File: src/design/dma_qs_pkg.sv
package dma_qs_pkg;

    localparam int DATA_W     = 32;
    localparam int QS_ADDR_W  = 24;
    localparam int WORD_COUNT = 10;
    localparam int WORD_BYTES = 4;  // Byte step between consecutive words

    // Wishbone register offsets, decoded on adr[7:0]
    localparam logic [7:0] REG_CTRL = 8'h00;  // Start on write, status on read
    localparam logic [7:0] REG_BASE = 8'h04;

    // Status register bits
    localparam int STAT_DONE_BIT = 1;  // Sticky, cleared by a status read
    localparam int STAT_IDLE_BIT = 2;

    typedef logic [DATA_W-1:0]    data_t;
    typedef logic [QS_ADDR_W-1:0] qs_addr_t;
    typedef logic [3:0]           word_idx_t;  // Holds 0..WORD_COUNT

endpackage

File: src/design/dma_wb_regs.sv
`timescale 1ns/100ps

module dma_wb_regs (
    input  logic                 wb_clk_i,
    input  logic                 wb_rst_i,
    input  logic                 wbs_stb_i,
    input  logic                 wbs_cyc_i,
    input  logic                 wbs_we_i,
    input  logic [3:0]           wbs_sel_i,
    input  dma_qs_pkg::data_t    wbs_dat_i,
    input  logic [31:0]          wbs_adr_i,
    input  logic                 job_done_i,
    output logic                 wbs_ack_o,
    output dma_qs_pkg::data_t    wbs_dat_o,
    output logic                 job_start_o,
    output dma_qs_pkg::qs_addr_t base_addr_o
);
    import dma_qs_pkg::*;

    logic  req;
    logic  wr_base;
    logic  wr_start;
    logic  rd_ctrl;
    logic  base_valid;
    logic  busy;
    logic  done_q;
    logic  start_pend;
    data_t rdata;

    assign req      = wbs_stb_i & wbs_cyc_i & ~wbs_ack_o;
    assign wr_base  = req & wbs_we_i & (wbs_adr_i[7:0] == REG_BASE) & ~busy;
    assign wr_start = req & wbs_we_i & (wbs_adr_i[7:0] == REG_CTRL) & wbs_sel_i[0]
                    & wbs_dat_i[0] & base_valid & ~busy;
    assign rd_ctrl  = req & ~wbs_we_i & (wbs_adr_i[7:0] == REG_CTRL);

    always_comb begin
        rdata = '0;
        case (wbs_adr_i[7:0])
            REG_CTRL: begin
                rdata[STAT_DONE_BIT] = done_q;
                rdata[STAT_IDLE_BIT] = ~busy;
            end
            REG_BASE: rdata = {{(DATA_W-QS_ADDR_W){1'b0}}, base_addr_o};
            default:  rdata = '0;  // Unmapped offsets read as zero
        endcase
    end

    always_ff @(posedge wb_clk_i) begin
        if (wb_rst_i) begin
            wbs_ack_o   <= 1'b0;
            wbs_dat_o   <= '0;
            base_valid  <= 1'b0;
            busy        <= 1'b0;
            done_q      <= 1'b0;
            start_pend  <= 1'b0;
            job_start_o <= 1'b0;
        end else begin
            wbs_ack_o   <= req;
            wbs_dat_o   <= (req & ~wbs_we_i) ? rdata : '0;
            start_pend  <= wr_start;   // High together with the ack
            job_start_o <= start_pend; // Engine start follows the ack cycle
            if (wr_base && (wbs_sel_i[2:0] != 3'b000))
                base_valid <= 1'b1;
            if (wr_start)
                busy <= 1'b1;
            else if (job_done_i)
                busy <= 1'b0;
            if (job_done_i)
                done_q <= 1'b1;        // Set wins over a clearing read
            else if (rd_ctrl)
                done_q <= 1'b0;
        end
    end

    always_ff @(posedge wb_clk_i) begin
        for (int b = 0; b < QS_ADDR_W / 8; b++) begin
            if (wr_base && wbs_sel_i[b])
                base_addr_o[8*b +: 8] <= wbs_dat_i[8*b +: 8];
        end
    end

    a_ack_single: assert property (@(posedge wb_clk_i) disable iff (wb_rst_i)
        wbs_ack_o |=> !wbs_ack_o);

endmodule

File: src/design/dma_fetch.sv
`timescale 1ns/100ps

module dma_fetch (
    input  logic                 wb_clk_i,
    input  logic                 wb_rst_i,
    input  logic                 job_start_i,
    input  dma_qs_pkg::qs_addr_t base_addr_i,
    input  logic                 rd_gnt_i,
    input  logic                 rd_cmpl_i,
    input  dma_qs_pkg::data_t    rd_data_i,
    input  logic                 ss_tready_i,
    output logic                 rd_req_o,
    output dma_qs_pkg::qs_addr_t rd_addr_o,
    output logic                 rd_prefetch_o,
    output logic                 ss_tvalid_o,
    output dma_qs_pkg::data_t    ss_tdata_o
);
    import dma_qs_pkg::*;

    word_idx_t cnt;        // Words read so far in this job
    logic      active;
    logic      in_flight;
    logic      buf_valid;
    data_t     in_buf;

    // One word in flight at most, next read waits for the stream to take the buffer
    assign rd_req_o      = active & ~buf_valid & ~in_flight;
    assign rd_addr_o     = base_addr_i + qs_addr_t'(cnt) * qs_addr_t'(WORD_BYTES);
    assign rd_prefetch_o = (cnt != '0);
    assign ss_tvalid_o   = buf_valid;
    assign ss_tdata_o    = in_buf;

    always_ff @(posedge wb_clk_i) begin
        if (wb_rst_i) begin
            cnt       <= '0;
            active    <= 1'b0;
            in_flight <= 1'b0;
            buf_valid <= 1'b0;
        end else begin
            if (job_start_i) begin
                cnt    <= '0;
                active <= 1'b1;
            end
            if (rd_gnt_i)
                in_flight <= 1'b1;
            if (rd_cmpl_i) begin
                in_flight <= 1'b0;
                buf_valid <= 1'b1;
                cnt       <= cnt + 1'b1;
                if (cnt == word_idx_t'(WORD_COUNT - 1))
                    active <= 1'b0;    // Last word fetched
            end else if (buf_valid && ss_tready_i) begin
                buf_valid <= 1'b0;
            end
        end
    end

    always_ff @(posedge wb_clk_i) begin
        if (rd_cmpl_i)
            in_buf <= rd_data_i;
    end

    a_ss_stable: assert property (@(posedge wb_clk_i) disable iff (wb_rst_i)
        ss_tvalid_o && !ss_tready_i |=> ss_tvalid_o && $stable(ss_tdata_o));

endmodule

File: src/design/dma_drain.sv
`timescale 1ns/100ps

module dma_drain (
    input  logic                 wb_clk_i,
    input  logic                 wb_rst_i,
    input  logic                 job_start_i,
    input  dma_qs_pkg::qs_addr_t base_addr_i,
    input  logic                 wr_gnt_i,
    input  logic                 wr_cmpl_i,
    input  logic                 sm_tvalid_i,
    input  dma_qs_pkg::data_t    sm_tdata_i,
    input  logic                 qs_done_i,
    output logic                 wr_req_o,
    output dma_qs_pkg::qs_addr_t wr_addr_o,
    output dma_qs_pkg::data_t    wr_data_o,
    output logic                 sm_tready_o,
    output logic                 job_done_o
);
    import dma_qs_pkg::*;

    word_idx_t wr_cnt;     // Results written back so far
    logic      active;
    logic      in_flight;
    logic      obuf_valid;
    logic      done_seen;
    data_t     out_buf;

    assign sm_tready_o = active & ~obuf_valid;  // Back-pressure while buffer full
    assign wr_req_o    = obuf_valid & ~in_flight;
    assign wr_addr_o   = base_addr_i + qs_addr_t'(wr_cnt) * qs_addr_t'(WORD_BYTES);
    assign wr_data_o   = out_buf;
    // Buffer drains only on write completion, so empty means nothing outstanding
    assign job_done_o  = active & done_seen & ~obuf_valid;

    always_ff @(posedge wb_clk_i) begin
        if (wb_rst_i) begin
            wr_cnt     <= '0;
            active     <= 1'b0;
            in_flight  <= 1'b0;
            obuf_valid <= 1'b0;
            done_seen  <= 1'b0;
        end else begin
            if (job_start_i) begin
                wr_cnt    <= '0;
                active    <= 1'b1;
                done_seen <= 1'b0;
            end else if (job_done_o) begin
                active <= 1'b0;
            end else if (active && qs_done_i) begin
                done_seen <= 1'b1;
            end
            if (sm_tvalid_i && sm_tready_o)
                obuf_valid <= 1'b1;
            if (wr_gnt_i)
                in_flight <= 1'b1;
            if (wr_cmpl_i) begin
                in_flight  <= 1'b0;
                obuf_valid <= 1'b0;
                wr_cnt     <= wr_cnt + 1'b1;
            end
        end
    end

    always_ff @(posedge wb_clk_i) begin
        if (sm_tvalid_i && sm_tready_o)
            out_buf <= sm_tdata_i;
    end

    a_wr_limit: assert property (@(posedge wb_clk_i) disable iff (wb_rst_i)
        wr_gnt_i |-> wr_cnt < word_idx_t'(WORD_COUNT));

endmodule

File: src/design/dma_sdram_arb.sv
`timescale 1ns/100ps

module dma_sdram_arb (
    input  logic                 wb_clk_i,
    input  logic                 wb_rst_i,
    input  logic                 rd_req_i,
    input  dma_qs_pkg::qs_addr_t rd_addr_i,
    input  logic                 rd_prefetch_i,
    input  logic                 wr_req_i,
    input  dma_qs_pkg::qs_addr_t wr_addr_i,
    input  dma_qs_pkg::data_t    wr_data_i,
    input  dma_qs_pkg::data_t    qs_rdata_i,
    input  logic                 qs_busy_i,
    input  logic                 qs_out_valid_i,
    output logic                 rd_gnt_o,
    output logic                 rd_cmpl_o,
    output dma_qs_pkg::data_t    rd_data_o,
    output logic                 wr_gnt_o,
    output logic                 wr_cmpl_o,
    output dma_qs_pkg::qs_addr_t qs_address_o,
    output logic                 qs_rw_o,
    output dma_qs_pkg::data_t    qs_wdata_o,
    output logic                 qs_in_valid_o,
    output logic                 qs_prefetch_step_o
);
    import dma_qs_pkg::*;

    logic outstanding;
    logic owner_wr;   // High while drain owns the current access
    logic issue;

    assign issue     = (rd_req_i | wr_req_i) & ~outstanding & ~qs_busy_i;
    assign wr_gnt_o  = issue & wr_req_i;            // Drain wins a tie
    assign rd_gnt_o  = issue & ~wr_req_i;
    assign wr_cmpl_o = qs_out_valid_i & outstanding & owner_wr;
    assign rd_cmpl_o = qs_out_valid_i & outstanding & ~owner_wr;
    assign rd_data_o = qs_rdata_i;
    assign qs_rw_o   = owner_wr;

    always_ff @(posedge wb_clk_i) begin
        if (wb_rst_i) begin
            outstanding        <= 1'b0;
            owner_wr           <= 1'b0;
            qs_in_valid_o      <= 1'b0;
            qs_prefetch_step_o <= 1'b0;
        end else begin
            qs_in_valid_o <= issue;
            if (issue) begin
                outstanding        <= 1'b1;
                owner_wr           <= wr_req_i;
                qs_prefetch_step_o <= ~wr_req_i & rd_prefetch_i;
            end else if (qs_out_valid_i) begin
                outstanding <= 1'b0;
            end
        end
    end

    // Address and data stay put until the controller completes
    always_ff @(posedge wb_clk_i) begin
        if (issue) begin
            qs_address_o <= wr_req_i ? wr_addr_i : rd_addr_i;
            qs_wdata_o   <= wr_req_i ? wr_data_i : '0;
        end
    end

    a_one_access: assert property (@(posedge wb_clk_i) disable iff (wb_rst_i)
        qs_in_valid_o |-> !qs_busy_i);

endmodule

File: src/design/dma_qs_top.sv
`timescale 1ns/100ps

module dma_qs_top (
    input  logic                 wb_clk_i,
    input  logic                 wb_rst_i,
    input  logic                 wbs_stb_i,
    input  logic                 wbs_cyc_i,
    input  logic                 wbs_we_i,
    input  logic [3:0]           wbs_sel_i,
    input  dma_qs_pkg::data_t    wbs_dat_i,
    input  logic [31:0]          wbs_adr_i,
    output logic                 wbs_ack_o,
    output dma_qs_pkg::data_t    wbs_dat_o,
    output dma_qs_pkg::qs_addr_t qs_address_o,
    output logic                 qs_rw_o,
    output dma_qs_pkg::data_t    qs_wdata_o,
    input  dma_qs_pkg::data_t    qs_rdata_i,
    input  logic                 qs_busy_i,
    output logic                 qs_in_valid_o,
    input  logic                 qs_out_valid_i,
    output logic                 qs_prefetch_step_o,
    output logic                 qs_start_o,
    input  logic                 qs_done_i,
    output logic                 ss_tvalid_o,
    output dma_qs_pkg::data_t    ss_tdata_o,
    input  logic                 ss_tready_i,
    input  logic                 sm_tvalid_i,
    input  dma_qs_pkg::data_t    sm_tdata_i,
    output logic                 sm_tready_o
);
    import dma_qs_pkg::*;

    logic     job_start;
    logic     job_done;
    qs_addr_t base_addr;
    logic     rd_req;
    qs_addr_t rd_addr;
    logic     rd_prefetch;
    logic     rd_gnt;
    logic     rd_cmpl;
    data_t    rd_data;
    logic     wr_req;
    qs_addr_t wr_addr;
    data_t    wr_data;
    logic     wr_gnt;
    logic     wr_cmpl;

    assign qs_start_o = job_start;

    dma_wb_regs i_dma_wb_regs (
        .wb_clk_i, .wb_rst_i,
        .wbs_stb_i, .wbs_cyc_i, .wbs_we_i, .wbs_sel_i, .wbs_dat_i, .wbs_adr_i,
        .job_done_i (job_done),
        .wbs_ack_o, .wbs_dat_o,
        .job_start_o(job_start),
        .base_addr_o(base_addr)
    );

    dma_fetch i_dma_fetch (
        .wb_clk_i, .wb_rst_i,
        .job_start_i  (job_start),
        .base_addr_i  (base_addr),
        .rd_gnt_i     (rd_gnt),
        .rd_cmpl_i    (rd_cmpl),
        .rd_data_i    (rd_data),
        .ss_tready_i,
        .rd_req_o     (rd_req),
        .rd_addr_o    (rd_addr),
        .rd_prefetch_o(rd_prefetch),
        .ss_tvalid_o, .ss_tdata_o
    );

    dma_drain i_dma_drain (
        .wb_clk_i, .wb_rst_i,
        .job_start_i(job_start),
        .base_addr_i(base_addr),
        .wr_gnt_i   (wr_gnt),
        .wr_cmpl_i  (wr_cmpl),
        .sm_tvalid_i, .sm_tdata_i, .qs_done_i,
        .wr_req_o   (wr_req),
        .wr_addr_o  (wr_addr),
        .wr_data_o  (wr_data),
        .sm_tready_o,
        .job_done_o (job_done)
    );

    dma_sdram_arb i_dma_sdram_arb (
        .wb_clk_i, .wb_rst_i,
        .rd_req_i     (rd_req),
        .rd_addr_i    (rd_addr),
        .rd_prefetch_i(rd_prefetch),
        .wr_req_i     (wr_req),
        .wr_addr_i    (wr_addr),
        .wr_data_i    (wr_data),
        .qs_rdata_i, .qs_busy_i, .qs_out_valid_i,
        .rd_gnt_o     (rd_gnt),
        .rd_cmpl_o    (rd_cmpl),
        .rd_data_o    (rd_data),
        .wr_gnt_o     (wr_gnt),
        .wr_cmpl_o    (wr_cmpl),
        .qs_address_o, .qs_rw_o, .qs_wdata_o, .qs_in_valid_o, .qs_prefetch_step_o
    );

endmodule

File: config.mk
export PLATFORM = sky130hd
export DESIGN_NAME = dma_qs_top
export DESIGN_NICKNAME = d
export VERILOG_FILES = /design/src/design/dma_qs_pkg.sv /design/src/design/dma_wb_regs.sv /design/src/design/dma_fetch.sv /design/src/design/dma_drain.sv /design/src/design/dma_sdram_arb.sv /design/src/design/dma_qs_top.sv
export SDC_FILE = /design/constraint.sdc
export NUM_CORES = 1
export LEC_CHECK = 0
export BUFFER_PORTS_ARGS = -buffer_cell sky130_fd_sc_hd__buf_2
export CELL_PAD_IN_SITES_DETAIL_PLACEMENT = 0
export CELL_PAD_IN_SITES_GLOBAL_PLACEMENT = 1
export CORE_ASPECT_RATIO = 1.4
export CORE_MARGIN = 2
export CORE_UTILIZATION = 41
export DETAILED_ROUTE_END_ITERATION = 16
export PLACE_DENSITY = 0.88
export SLEW_MARGIN = 20
export SYNTH_ARGS = -nofsm -noshare
export SYNTH_HDL_FRONTEND = slang
export SYNTH_SLANG_ARGS = --single-unit
File: constraint.sdc
create_clock -name wb_clk_i -period 7.6 [get_ports wb_clk_i]
set_input_delay 0.76 -clock wb_clk_i [delete_from_list [all_inputs] [get_ports wb_clk_i]]
set_output_delay 0.76 -clock wb_clk_i [all_outputs]
set_load 0.005 [all_outputs]
==> results.cfg <==
[logic_synthesis]
synthArstFlopShare = 0
ys_warn_count = 0
synth_cell_types = 43
synth_edf_count = 144
ys_seq_elements = 193
yosysSeqAreaShare = 0.770
syn_inst = 442
synth-main-ff-cell = edfxtp_1
netlist_area_um2 = 6890
avgSynthCellArea_um2 = 15.6

[place]
port-buffer-count = 227
place.gp.congestion = 0.815
dp_hpwl_um = 11000

[global_route]
grt.total_usage = 0.164
grt.overflow.total = 0
grt_pass1_vias = 4215
grt_start_max_net_pins = 38
grt_antenna_before_repair = 1
grt_pass1_wl_um = 22100

[final_layout]
seq_area_um2 = 5310
fill_cells = 1386
final_common_cell = buf_2
syn_to_final_growth_pct = 28.3
final_util = 0.533
multi_input_area_um2 = 1470
layout.nets = 831
layout-drive-gt1-share = 0.388
mostFrequentLayoutCells = 227 x buf_2, 144 x edfxtp_1, 60 x and2_1, 49 x dfxtp_1, 31 x nor2_1

[timing]
clock_skew_ps = 14.2
worst_slew_pin_slew_ps = 994
post-route-min-period_ps = 3110
setup_tns_ps = 0
slew_violations = 0
setup_viol = 0
clock.fmax_mhz = 322
max_slew_margin = 0.337
hold_slack_ps = 449
rsz0062_at_grt = no
hold_violations = 0
fin_crit_sh = 0.409

[floorplan]
num_rows = 56
num_io_pins = 269
die_y_um = 157
die_area_um2 = 17900
start_util = 0.415
coreArea_um2 = 16600
chipWidth_um = 114

[pwr]
internal-power_mw = 1.60
ir_worst_vdd_v = 0.000122
power.switching_mw = 0.467
p_leak_nw = 3.62
seq_power_share = 0.543
power.share.switching = 0.226
clkPwrFrac = 0.439
powerDensity_nw_per_um2 = 234
power_frac_comb = 0.017

[clock_network]
clk_pin_slew_ps = 80
clk_root_buffer_cell = clkbuf_16
clk_latency_ps = 420
cts_tree = done
cts_buffers = 17
hold_buffers = 0
cts_setup_buffers = 0
h-tree-depth = 4
cts_resized = 0
clock-sinks = 193
clockBufferDepth = 2

[routing]
routedWlPerCell_um = 16.5
drt-initial-drc-count = 308
drc = 0
wirelength_um = 14800
dr_total_vias = 4326
via_per_inst = 4.82
ant_nets = 0
first_pass_iters = 6

[worst_hold_path]
min_path_type = flip-flop to flip-flop

[setup_path]
critPathMaxFanout = 9
reg2reg_slack_ps = 4490
critPathKind = flip-flop to flip-flop
endpoint_kind = flip-flop
worstPathRequired_ps = 7780
cp.arrival_ps = 3290
worstSetupStartpointType = flip-flop

[job]
maxCapViolCount = 0

[outcome]
status = complete, no violations
synth_stat cells (3+ instances only):
cell type	number	area [um^2]
a211oi_1	3	22.5
a21oi_1	19	95.1
and2_1	60	375
and3_1	4	25.0
buf_4	8	60.1
clkbuf_1	7	26.3
dfxtp_1	49	981
edfxtp_1	144	4320
ha_1	8	100
inv_1	7	26.3
nand2_1	7	26.3
nand2b_1	4	25.0
nand3_1	9	45.0
nand3b_1	5	37.5
nand4_1	10	62.6
nor2_1	31	116
nor2b_1	3	18.8
nor3_1	6	30.0
nor3b_1	3	22.5
o21ai_1	5	25.0
or3_1	3	18.8
xnor2_1	19	166
registers in the layout (all words and copies together) (netlist names), 4 cells and up:
name and count:
i_dma_fetch.ss_tdata_o 32, i_dma_drain.wr_data_o 32, i_dma_drain.wr_cnt 4, i_dma_wb_regs.base_addr_o 24, i_dma_fetch.cnt 4, i_dma_sdram_arb.qs_address_o 24
i_dma_wb_regs.wbs_dat_o 24, i_dma_sdram_arb.qs_wdata_o 32
final cells by class:
cell class,count,share of cell area
clock buffers,17,0.0481
multi-input cells,229,0.166
well taps,203,0.0287
clock inverters,15,0.0223
inverters,9,0.00382
flip-flops and latches,193,0.600
repair buffers,230,0.131
diodes,1,0.000283
power groups by stage:
stage	combinational (mW)	clock, mW	sequential (mW)
finish	0.0358	0.909	1.12
global route	0.0399	0.976	1.12
detailed placement	0.0361	0	1.15
floorplan	0.00783	0	1.15
CTS	0.0363	0.933	1.12
global placement	0.0339	0	1.15
logic make-up after synthesis:
logic type	Yosys count	share of synthesized area
flops	193	0.770
simple gates	154	0.130
compound gates	34	0.0290
buf+inv	27	0.0214
xor+xnor	20	0.0254
fa+ha+maj	9	0.0174
mux	4	0.00617
other cells	1	0.000544
critical path: stages, from the launching register on:
cell and delay, ps:
dfxtp_1 390, nor2b_2 310, nand2_1 90, o21ai_1 90
ha_1 210, inv_1 70, fa_1 400, nand2b_1 160
a21oi_1 760, nand4_1 210, xnor2_1 180
path summary, 6_finish.rpt:
kind | endpoint | cells after the start | from
worst max-delay path | i_dma_sdram_arb.qs_address_o[22]$_DFFE_PP_ | 10 | i_dma_drain.obuf_valid$_SDFFE_PP0P_
worst min-delay path | i_dma_wb_regs.job_start_o$_SDFF_PP0_ | 1 | i_dma_wb_regs.start_pend$_SDFF_PP0_
worst max register to register | i_dma_sdram_arb.qs_address_o[22]$_DFFE_PP_ | 10 | i_dma_drain.obuf_valid$_SDFFE_PP0P_
worst min register to register | i_dma_wb_regs.job_start_o$_SDFF_PP0_ | 1 | i_dma_wb_regs.start_pend$_SDFF_PP0_
layer usage:
metal | up-vias | share of wire | global-route usage
li1 | 2063 | - | -
met1 | 2077 | 0.36 | 0.177
met2 | 161 | 0.56 | 0.306
met3 | 25 | 0.047 | 0.0300
met4 | 0 | 0.029 | 0.0784
met5 | - | 0 | 0
through the flow:
step                      worst slack (ps)  power (mW)  area, um^2  std cells
after floorplan                       4840        1.16        6920        449
after global placement                4530        1.18        8220        864
after detailed placement              4460        1.18        8220        864
after CTS                             4450        2.09        8840        896
after global routing                  4200        2.14        8850        897
final                                 4490        2.07        8850        897
No activity file was read; power rests on OpenSTA's default activity.
